<file path="src/rtl/ssb_sync_params.svh">
`ifndef SSB_SYNC_PARAMS_SVH
`define SSB_SYNC_PARAMS_SVH

// width of the real and of the imaginary part
`define SSB_SAMPLE_DW 16

// correlation window in samples
`define SSB_PSS_LEN 16

// bit j is the expected sign of the j-th oldest sample, 1 = non-negative
`define SSB_PSS_PAT_0 16'h9AC6
`define SSB_PSS_PAT_1 16'h9AC5
`define SSB_PSS_PAT_2 16'h3D1B

`define SSB_PSS_THRESH 15  // min sign matches for a peak

// accepted samples skipped after the peak sample
`define SSB_SSS_GAP 8

`define SSB_SSS_LEN 16  // SSS samples, one bit each

`endif
</file>
<file path="src/rtl/ssb_sync_pkg.sv">
`include "ssb_sync_params.svh"

package ssb_sync_pkg;

    // complex sample, real part in the upper half
    typedef struct packed {
        logic signed [`SSB_SAMPLE_DW-1:0] re;
        logic signed [`SSB_SAMPLE_DW-1:0] im;
    } sample_t;

    typedef logic [1:0] nid2_t;

    typedef enum logic [1:0] {
        FS_SEARCH,
        FS_SKIP,    // gap between PSS and SSS
        FS_COLLECT
    } fs_state_e;

    typedef enum logic {
        SC_COLLECT,
        SC_HOLD     // result waiting for the consumer
    } sc_state_e;

endpackage

</file>
<file path="src/rtl/sss_if.sv">
`timescale 1ns/1ps

// windowed SSS bits from frame sync to the collector
interface sss_if
    import ssb_sync_pkg::*;
();

    logic  data_bit;  // BPSK decision
    logic  last;
    nid2_t nid2;
    logic  valid;
    logic  ready;

    modport src (
        output data_bit, last, nid2, valid,
        input  ready
    );

    modport dst (
        input  data_bit, last, nid2, valid,
        output ready
    );

endinterface

</file>
<file path="src/rtl/ssb_sync_top.sv">
`timescale 1ns/1ps

`include "ssb_sync_params.svh"

module ssb_sync_top
    import ssb_sync_pkg::*;
(
    input  logic                       clk_i,
    input  logic                       reset_ni,
    input  logic [`SSB_SAMPLE_DW-1:0]  sample_re_i,
    input  logic [`SSB_SAMPLE_DW-1:0]  sample_im_i,
    input  logic                       sample_valid_i,
    output logic                       sample_ready_o,
    output logic [`SSB_SSS_LEN-1:0]    sss_bits_o,
    output nid2_t                      nid2_o,
    output logic                       result_valid_o,
    input  logic                       result_ready_i
);

    sample_t sample;
    logic    accept;
    logic    sign;
    logic    search_en;
    logic    peak;
    nid2_t   peak_nid2;

    sss_if u_sss_if ();

    assign sample = '{re: sample_re_i, im: sample_im_i};

    pss_detector u_pss_detector (
        .clk_i       (clk_i),
        .reset_ni    (reset_ni),
        .accept_i    (accept),
        .sign_i      (sign),
        .search_en_i (search_en),
        .peak_o      (peak),
        .nid2_o      (peak_nid2)
    );

    frame_sync u_frame_sync (
        .clk_i       (clk_i),
        .reset_ni    (reset_ni),
        .sample_i    (sample),
        .valid_i     (sample_valid_i),
        .ready_o     (sample_ready_o),
        .accept_o    (accept),
        .sign_o      (sign),
        .search_en_o (search_en),
        .peak_i      (peak),
        .nid2_i      (peak_nid2),
        .sss         (u_sss_if.src)
    );

    sss_collector u_sss_collector (
        .clk_i          (clk_i),
        .reset_ni       (reset_ni),
        .sss            (u_sss_if.dst),
        .sss_bits_o     (sss_bits_o),
        .nid2_o         (nid2_o),
        .result_valid_o (result_valid_o),
        .result_ready_i (result_ready_i)
    );

endmodule

</file>
<file path="src/rtl/sss_collector.sv">
`timescale 1ns/1ps

`include "ssb_sync_params.svh"

module sss_collector
    import ssb_sync_pkg::*;
(
    input  logic                     clk_i,
    input  logic                     reset_ni,
    sss_if.dst                       sss,
    output logic [`SSB_SSS_LEN-1:0]  sss_bits_o,
    output nid2_t                    nid2_o,
    output logic                     result_valid_o,
    input  logic                     result_ready_i
);

    localparam int LEN = `SSB_SSS_LEN;

    sc_state_e      state_q;
    logic [LEN-1:0] word_q;
    logic           xfer;

    assign xfer           = sss.valid && sss.ready;
    assign sss.ready      = (state_q == SC_COLLECT);  // no bits taken while a result waits
    assign result_valid_o = (state_q == SC_HOLD);
    assign sss_bits_o     = word_q;

    always_ff @(posedge clk_i) begin
        if (!reset_ni) begin
            state_q <= SC_COLLECT;
        end else begin
            case (state_q)
                SC_COLLECT: begin
                    if (xfer && sss.last) begin
                        state_q <= SC_HOLD;
                    end
                end
                SC_HOLD: begin
                    if (result_ready_i) begin
                        state_q <= SC_COLLECT;
                    end
                end
                default: state_q <= SC_COLLECT;
            endcase
        end
    end

    // shift in from the top so the first bit ends in bit 0
    always_ff @(posedge clk_i) begin
        if (xfer) begin
            word_q <= {sss.data_bit, word_q[LEN-1:1]};
            if (sss.last) begin
                nid2_o <= sss.nid2;
            end
        end
    end

endmodule

</file>
<file path="src/rtl/frame_sync.sv">
`timescale 1ns/1ps

`include "ssb_sync_params.svh"

module frame_sync
    import ssb_sync_pkg::*;
(
    input  logic    clk_i,
    input  logic    reset_ni,
    input  sample_t sample_i,
    input  logic    valid_i,
    output logic    ready_o,
    output logic    accept_o,
    output logic    sign_o,
    output logic    search_en_o,
    input  logic    peak_i,
    input  nid2_t   nid2_i,
    sss_if.src      sss
);

    localparam int CNT_W = $clog2(`SSB_SSS_GAP + `SSB_SSS_LEN);

    fs_state_e        state_q;
    logic [CNT_W-1:0] cnt_q;
    logic             run_q;  // low until the first cycle out of reset
    nid2_t            nid2_q;
    logic             drain;
    logic             load;

    assign drain = sss.valid && sss.ready;
    assign load  = (state_q == FS_COLLECT) && accept_o;

    // stall only while the SSS slot is full and not draining
    assign ready_o     = run_q && ((state_q != FS_COLLECT) || !sss.valid || sss.ready);
    assign accept_o    = valid_i && ready_o;
    assign sign_o      = ~sample_i.re[`SSB_SAMPLE_DW-1];  // 1 = non-negative
    assign search_en_o = (state_q == FS_SEARCH) && !peak_i;

    always_ff @(posedge clk_i) begin
        if (!reset_ni) begin
            state_q   <= FS_SEARCH;
            cnt_q     <= '0;
            run_q     <= 1'b0;
            sss.valid <= 1'b0;
        end else begin
            run_q <= 1'b1;
            if (load) begin
                sss.valid <= 1'b1;
            end else if (drain) begin
                sss.valid <= 1'b0;
            end
            case (state_q)
                FS_SEARCH: begin
                    if (peak_i) begin
                        state_q <= FS_SKIP;
                        cnt_q   <= accept_o ? CNT_W'(1) : '0;  // sample 1 may arrive now
                    end
                end
                FS_SKIP: begin
                    if (accept_o) begin
                        if (cnt_q == CNT_W'(`SSB_SSS_GAP - 1)) begin
                            state_q <= FS_COLLECT;
                            cnt_q   <= '0;
                        end else begin
                            cnt_q <= cnt_q + 1'b1;
                        end
                    end
                end
                FS_COLLECT: begin
                    if (accept_o) begin
                        if (cnt_q == CNT_W'(`SSB_SSS_LEN - 1)) begin
                            state_q <= FS_SEARCH;
                            cnt_q   <= '0;
                        end else begin
                            cnt_q <= cnt_q + 1'b1;
                        end
                    end
                end
                default: state_q <= FS_SEARCH;
            endcase
        end
    end

    always_ff @(posedge clk_i) begin
        if (peak_i && (state_q == FS_SEARCH)) begin
            nid2_q <= nid2_i;
        end
        if (load) begin
            sss.data_bit <= sign_o;  // inverted sign bit of the real part
            sss.last     <= (cnt_q == CNT_W'(`SSB_SSS_LEN - 1));
            sss.nid2     <= nid2_q;
        end
    end

endmodule

</file>
<file path="src/rtl/pss_detector.sv">
`timescale 1ns/1ps

`include "ssb_sync_params.svh"

module pss_detector
    import ssb_sync_pkg::*;
(
    input  logic  clk_i,
    input  logic  reset_ni,
    input  logic  accept_i,
    input  logic  sign_i,
    input  logic  search_en_i,
    output logic  peak_o,
    output nid2_t nid2_o
);

    localparam int LEN     = `SSB_PSS_LEN;
    localparam int SCORE_W = $clog2(LEN + 1);

    localparam logic [LEN-1:0] PATS [0:2] = '{
        `SSB_PSS_PAT_0,
        `SSB_PSS_PAT_1,
        `SSB_PSS_PAT_2
    };

    logic [LEN-1:0]     hist_q;  // bit 0 holds the oldest sign
    logic [LEN-1:0]     win;
    logic [SCORE_W-1:0] score [0:2];
    logic [SCORE_W-1:0] best_score;
    nid2_t              best_idx;
    logic               hit;

    // number of positions where the window sign equals the pattern
    function automatic logic [SCORE_W-1:0] match_count(
        input logic [LEN-1:0] w,
        input logic [LEN-1:0] pat
    );
        logic [SCORE_W-1:0] cnt;
        logic [LEN-1:0]     eq;
        cnt = '0;
        eq  = ~(w ^ pat);
        for (int j = 0; j < LEN; j++) begin
            cnt = cnt + SCORE_W'(eq[j]);
        end
        return cnt;
    endfunction

    // window including the sample accepted this cycle
    assign win = accept_i ? {sign_i, hist_q[LEN-1:1]} : hist_q;

    always_comb begin
        for (int i = 0; i < 3; i++) begin
            score[i] = match_count(win, PATS[i]);
        end
        best_idx   = 2'd0;
        best_score = score[0];
        for (int i = 1; i < 3; i++) begin
            if (score[i] > best_score) begin  // strict, lowest index wins a tie
                best_score = score[i];
                best_idx   = nid2_t'(i);
            end
        end
    end

    assign hit = best_score >= SCORE_W'(`SSB_PSS_THRESH);

    always_ff @(posedge clk_i) begin
        if (!reset_ni) begin
            hist_q <= '0;
            peak_o <= 1'b0;
        end else begin
            if (accept_i) begin
                hist_q <= win;
            end
            peak_o <= accept_i && search_en_i && hit;
        end
    end

    always_ff @(posedge clk_i) begin
        if (accept_i) begin
            nid2_o <= best_idx;
        end
    end

endmodule

</file>
<file path="config.mk">
export PLATFORM = sky130hd
export DESIGN_NAME = ssb_sync_top
export DESIGN_NICKNAME = d
export VERILOG_FILES = /design/src/rtl/ssb_sync_pkg.sv /design/src/rtl/sss_if.sv /design/src/rtl/ssb_sync_top.sv /design/src/rtl/sss_collector.sv /design/src/rtl/frame_sync.sv /design/src/rtl/pss_detector.sv
export VERILOG_INCLUDE_DIRS = /design/src /design/src/rtl
export SDC_FILE = /design/constraint.sdc
export NUM_CORES = 1
export LEC_CHECK = 0
export BUFFER_PORTS_ARGS = -buffer_cell sky130_fd_sc_hd__buf_2
export CAP_MARGIN = 10
export CORE_UTILIZATION = 35
export CTS_CLUSTER_SIZE = 25
export DETAILED_ROUTE_END_ITERATION = 7
export GPL_ROUTABILITY_DRIVEN = 1
export PLACE_DENSITY = 0.57
export SYNTH_ARGS = -nofsm -noshare
export SYNTH_HDL_FRONTEND = slang
export SYNTH_SLANG_ARGS = --single-unit
</file>
<file path="constraint.sdc">
create_clock -name clk_i -period 8.1 [get_ports clk_i]
set_clock_uncertainty 0.15 [all_clocks]
set_input_delay 0.405 -clock clk_i [delete_from_list [all_inputs] [get_ports clk_i]]
set_output_delay 0.405 -clock clk_i [all_outputs]
set_load 0.05 [all_outputs]
</file>
==> impl_metrics.tcl, run 1 <==
set metrics [dict create \
    worstHoldPathType "in -> reg" \
    p_leak_uw 0.001653 \
    cts_root_buffer "clkbuf_8" \
    ioPinCount 56 \
    maxCapViolCount 0 \
    io_buffer_count 24 \
    layout.cells.non_filler 436 \
    worstSetupPathType "reg -> reg" \
    post_cts_buffers 0 \
    dp.cells 428 \
    synth_fp_nets 384 \
    num_vias 2065 \
    p_sw_uw 216.7 \
    fin_hold_ws_ps 205.0 \
    layout-drive-gt1-share_pct 16.62 \
    slowest_stage "fa_1" \
    async_flop_share_pct 0 \
    cp-start-kind "flip-flop" \
    slew-limit-headroom_pct 71.67 \
    synth_common_cells "inv_1, ha_1, dfxtp_1, edfxtp_1, nor2b_1" \
    finalSetupTns_ps 0 \
    clock_path_buffers 2 \
    grt_antenna_before_repair 0 \
    setup_violations 0 \
    hold_depth 2 \
    first_pass_iters 4 \
    final_nets 414 \
    grt_overflow 0 \
    critPathRequiredTime_ps 8200 \
    initial_core_util_pct 35.96 \
    cts.sink_count 53 \
    cp_common_cell "inv_1" \
    grt_max_degree 29 \
    slew_violations 0 \
    grt_usage_pct 11.68 \
    antenna_cells 0 \
    synth_edf_count 26 \
    endpoint_kind "flip-flop" \
    n_fill_cell 888 \
    coreArea_mm2 0.009196 \
    critPathMaxFanout 5 \
    multi_input_area_mm2 0.001847 \
    fp.dieW_um 99.20 \
    syn_avg_cell_area_um2 11.25 \
    cts_buffers 5 \
    clk-insertion-delay-late_ps 310 \
    synth.distinct_cells 47 \
    grt_pass1_vias 2048 \
    status "complete, no violations" \
    die_h_um 99.20 \
    wl_per_cell_um 12.04 \
    pwr-share-clk_pct 23.8 \
    ir_drop_v 0.00008817 \
    syn_inst 294 \
    finalWeightedCongestion 0.7301 \
    postCtsHoldBufs 0 \
    tritoncts "done" \
    synthTopCellsByArea "edfxtp_1, dfxtp_1, ha_1" \
    critical_path_arrival_ps 7780 \
    ys_ff_latch 53 \
    fin_util_pct 40.41 \
    yosys.area.top_type "edfxtp_1" \
    finalPower_uw 659.3 \
    drtIter0Drc 69 \
    fmax_mhz 130.3 \
    num_rows 35 \
    pwr-share-seq_pct 46.2 \
    finalCritPeriodShare_pct 94.76 \
    hold_viol_final 0 \
    yosysWarnings 0 \
    htree_num_levels 2 \
    cell_internal_pwr_uw 442.6 \
    dp_hpwl_um 4267 \
    cts_resized 0 \
    p_per_area_mw_per_mm2 177.4 \
    wl_um 5251 \
    path_clk_slew_ps 110 \
    yosysSeqAreaShare_pct 39.95 \
    seq_area_mm2 0.001321 \
    sw_frac_of_total_pct 32.87 \
    ant_nets 0 \
    worst_slew_pin_slew_ps 413.1 \
    vias_per_cell 4.736 \
    area_growth_pct 12.37 \
    rsz0062_at_grt "false" \
    slowest_delay_ps 550 \
    netlist_area_mm2 0.003307 \
    period_needed_ps 7676 \
    comb_power_share_pct 30.0 \
    die_area_mm2 0.009841 \
    synth.most_common_cell "inv_1" \
    netlist.area_leader.share_pct 23.61 \
    ys.flop_type "dfxtp_1" \
    r2r_cells 29 \
    grt_pass1_wl_um 9163 \
    drc 0 \
]
==> cell families after synthesis <==
kind of cell	share of synthesized area, %
muxes	5.335
xor gates and xnor gates	2.649
and+or+nand+nor	11.58
DFF	39.95
adders and majority gates	24.52
buffers and inverters	5.335
AOI/OAI and AO/OA	10.63
==> registers in the layout (all words and copies together), names as in the netlist, 2 cells and up <==
register,flops
u_sss_collector.sss_bits_o,16
u_pss_detector.hist_q,16
u_sss_collector.nid2_o,2
u_frame_sync.nid2_q,2
u_pss_detector.nid2_o,2
u_frame_sync.state_q,2
u_frame_sync.sss.nid2,2
u_frame_sync.cnt_q,5
==> power by group through the flow <==
| stage | Sequential, uW | Combinational (uW) | Clock (uW) |
|---|---|---|---|
| after CTS | 304 | 197 | 164 |
| after detailed placement | 310 | 195 | 0 |
| final | 304 | 198 | 157 |
| after floorplan | 314 | 150 | 0 |
| after global routing | 306 | 226 | 175 |
| after global placement | 310 | 192 | 0 |
==> path summary, 6_finish.rpt <==
| check | startpoint | end | slack (ps) |
|---|---|---|---|
| max | u_frame_sync.state_q[0] | u_pss_detector.peak_o | 420 |
| min | sample_re_i[15] | u_frame_sync.sss.data_bit | 200 |
| max reg2reg | u_frame_sync.state_q[0] | u_pss_detector.peak_o | 420 |
| min reg2reg | u_frame_sync.sss.data_bit | u_sss_collector.sss_bits_o[15] | 270 |
==> area by class of cell <==
cell class | instances | area share [%]
clock inverter | 3 | 0.7744
tap | 111 | 3.737
clock buffer | 5 | 1.852
sequential | 53 | 35.56
inverter | 40 | 4.040
multi-input combinational | 195 | 49.70
timing repair buffer | 29 | 4.343
==> cells in the final DEF, fill, tap and decap left out, drive strengths merged, types with 3 or more instances in the layout <==
cell type	instances
xnor2	8
mux2i	12
dfxtp	27
o21ai	10
and3	3
nor2b	22
buf	29
inv	42
fa	18
nor2	11
a21o	8
a21oi	8
a21boi	3
ha	36
nand2	6
edfxtp	26
clkbuf	5
o21a	3
and2	10
a22oi	4
nand3	5
mux2	5
==> per-stage QoR <==
step	setup WS, ps	cell area (um2)
final	424.3	3716
after global routing	29.34	3716
after CTS	109.0	3677
after detailed placement	144.7	3580
after global placement	225.3	3580
after floorplan	521.7	3307
==> routing by layer <==
metal,vias up,track usage [%],routed length [um]
met2,31,18.80,2436
li1,1066,-,-
met1,964,15.83,2601
met3,4,1.687,126
met4,0,4.751,86
met5,-,0,0
==> critical path: cells and delay by family, from the launching register on <==
family                     cells  cell delay (ps)
AOI/OAI and AO/OA              7             1100
xor gates and xnor gates       1              180
adders and majority gates      9             3610
buffers and inverters          5              390
DFF                            1              390
muxes                          2              580
and+or+nand+nor                5             1190
Power figures use the tool's default switching activity.
==> inputs of run 2 (changes only) <==
- ABC_AREA: not set -> 1
- CAP_MARGIN: 10 -> not set
==> impl_metrics.tcl, run 2 <==
set metrics [dict create \
    status "complete, no violations" \
    first_pass_iters 4 \
    grt_usage_pct 12.77 \
    critical_path_arrival_ps 7540 \
    slowest_stage "fa_1" \
    die_h_um 100.2 \
    hold_viol_final 0 \
    setup_violations 0 \
    num_vias 2350 \
    grt_max_degree 23 \
    synth_edf_count 26 \
    regToRegStartpoint "u_frame_sync.state_q[0]" \
    io_buffer_count 24 \
    yosysWarnings 0 \
    slew_violations 0 \
    fmax_mhz 133.7 \
    endpoint_kind "flip-flop" \
    cp-startpoint "u_frame_sync.state_q[0]" \
    fin_area_mm2 0.003737 \
    finalWeightedCongestion 0.8008 \
    yosys.area.top_type "edfxtp_1" \
    syn_avg_cell_area_um2 9.355 \
    clk-insertion-delay-late_ps 310 \
    yosys.area_share.simple_pct 14.34 \
    period_needed_ps 7481 \
    area_growth_pct 10.67 \
    layout.cells.non_filler 520 \
    antenna_cells 0 \
    dp.cells 512 \
    placed_area_mm2 0.003636 \
    finalCritPeriodShare_pct 92.36 \
    synthTopCellsByArea "edfxtp_1, dfxtp_1, ha_1" \
    grt_pass1_vias 2271 \
    finalSetupTns_ps 0 \
    ioPinCount 56 \
    final_common_cell "inv_1" \
    synth-compound-area-share_pct 9.744 \
    path_delay_family "adder cells" \
    initial_core_util_pct 36.37 \
    synth_fp_nets 451 \
    post_cts_buffers 0 \
    synth.distinct_cells 35 \
    grt_overflow 0 \
    tritoncts "done" \
    cts.sink_count 53 \
    worstHoldPathType "in -> reg" \
    ant_nets 0 \
    synth_common_cells "inv_1, nand2_1, ha_1, nor2_1, dfxtp_1" \
    synth_top_family_by_area "adder cells" \
    clock_path_buffers 2 \
    slew-limit-headroom_pct 49.38 \
    dp_hpwl_um 4685 \
    yosysSeqAreaShare_pct 39.13 \
    synth_xor_area_share_pct 2.075 \
    postCtsHoldBufs 0 \
    die_area_mm2 0.01005 \
    min_from "reset_ni" \
    fin_ws_ps 619.0 \
    drc 0 \
    drtIter0Drc 87 \
    grt_antenna_before_repair 0 \
    netlist.area_leader.share_pct 23.12 \
    htree_num_levels 2 \
    n_fill_cell 947 \
    synth.most_common_cell "inv_1" \
    netlist_area_mm2 0.003377 \
    rsz0062_at_grt "false" \
    ys_ff_latch 53 \
    ys.flop_type "dfxtp_1" \
    path_clk_slew_ps 100 \
    final_nets 480 \
    layout-drive-gt1-share_pct 14.83 \
    maxCapViolCount 0 \
    crit_buf_inv 8 \
    cts_buffers 5 \
    worst_slew_pin_slew_ps 758.5 \
    critPathRequiredTime_ps 8160 \
    wl_um 5812 \
    cts_root_buffer "clkbuf_8" \
    syn_inst 361 \
    grt_pass1_wl_um 10240 \
    critPathMaxFanout 12 \
    cp_common_cell "inv_1" \
    muxShareOfSynthArea_pct 0.5928 \
    wl_per_cell_um 11.18 \
    coreArea_mm2 0.009284 \
    num_rows 35 \
    async_flop_share_pct 0 \
    final_cell_mix "inv_1, nand2_1, ha_1" \
    slowest_delay_ps 540 \
    worstSetupPathType "reg -> reg" \
    synthAdderAreaFrac_pct 24.01 \
    pre_cts_slack_ps 498.7 \
    vias_per_cell 4.519 \
    fp.dieW_um 100.2 \
    cp-start-kind "flip-flop" \
]
-- run 2: cell types whose count changed in the layout (fill, tap and decap cells not counted), sizes merged, moves of 12 or more --
cell,previous run,this run
inv,42,79
nand2,6,47
nor2,11,31
nor2b,22,0
o21ai,10,22
-- run 2: final timing paths --
path | to | slack, ps | cells past startpoint
worst min register to register | u_sss_collector.nid2_o[0] | 280 | 0
worst max register to register | u_pss_detector.peak_o | 620 | 36
worst min-delay path | u_frame_sync.run_q | 130 | 1
worst max-delay path | u_pss_detector.peak_o | 620 | 36
-- run 2: cell type report --
cell class	count	area, um2	area share [%]
Inverter	77	289.0	7.734
Sequential cell	53	1321	35.35
Timing Repair Buffer	28	150.1	4.017
Clock buffer	5	68.82	1.841
Multi-Input combinational cell	225	1718	45.97
Tap cell	129	161.4	4.319
Clock inverter	3	28.78	0.7700
-- run 2: metrics by stage --
stage	util, %	hold WS (ps)
after floorplan	-	250.3
after global placement	39.16	255.0
after detailed placement	39.16	254.5
after CTS	40.22	128.2
after global routing	40.26	129.1
final	40.26	131.8
-- run 2: logic make-up after synthesis --
logic type / Yosys count
buffers and inverters: 83
DFF: 53
adders and majority gates: 54
muxes: 2
AOI/OAI and AO/OA: 53
and+or+nand+nor: 108
xor gates and xnor gates: 8
-- run 2: timing repair --
| action | in CTS | in global routing |
|---|---|---|
| resized for setup | 0 | 1 |
| setup endpoints to repair | 0 | 2 |
| endpoints found under the hold margin | 0 | 0 |
-- run 2: metal layers --
metal / vias to the layer above / global-route usage (%) / part of all wire (%)
li1: 1202 / - / -
met1: 1105 / 16.74 / 48
met2: 37 / 21.87 / 47
met3: 6 / 1.462 / 3.1
met4: 0 / 4.348 / 1.1
met5: - / 0 / 0
-- run 2: worst reg2reg max path: cells and delay by family (launching register included) --
| family | cells | cell delay, ps |
|---|---|---|
| and+or+nand+nor | 14 | 1540 |
| AOI/OAI and AO/OA | 4 | 570 |
| buffers and inverters | 8 | 650 |
| DFF | 1 | 360 |
| adders and majority gates | 10 | 4090 |
Power of run 2 is not shown: default switching activity piles up to over one toggle a cycle in this logic, so the estimate is an artifact.
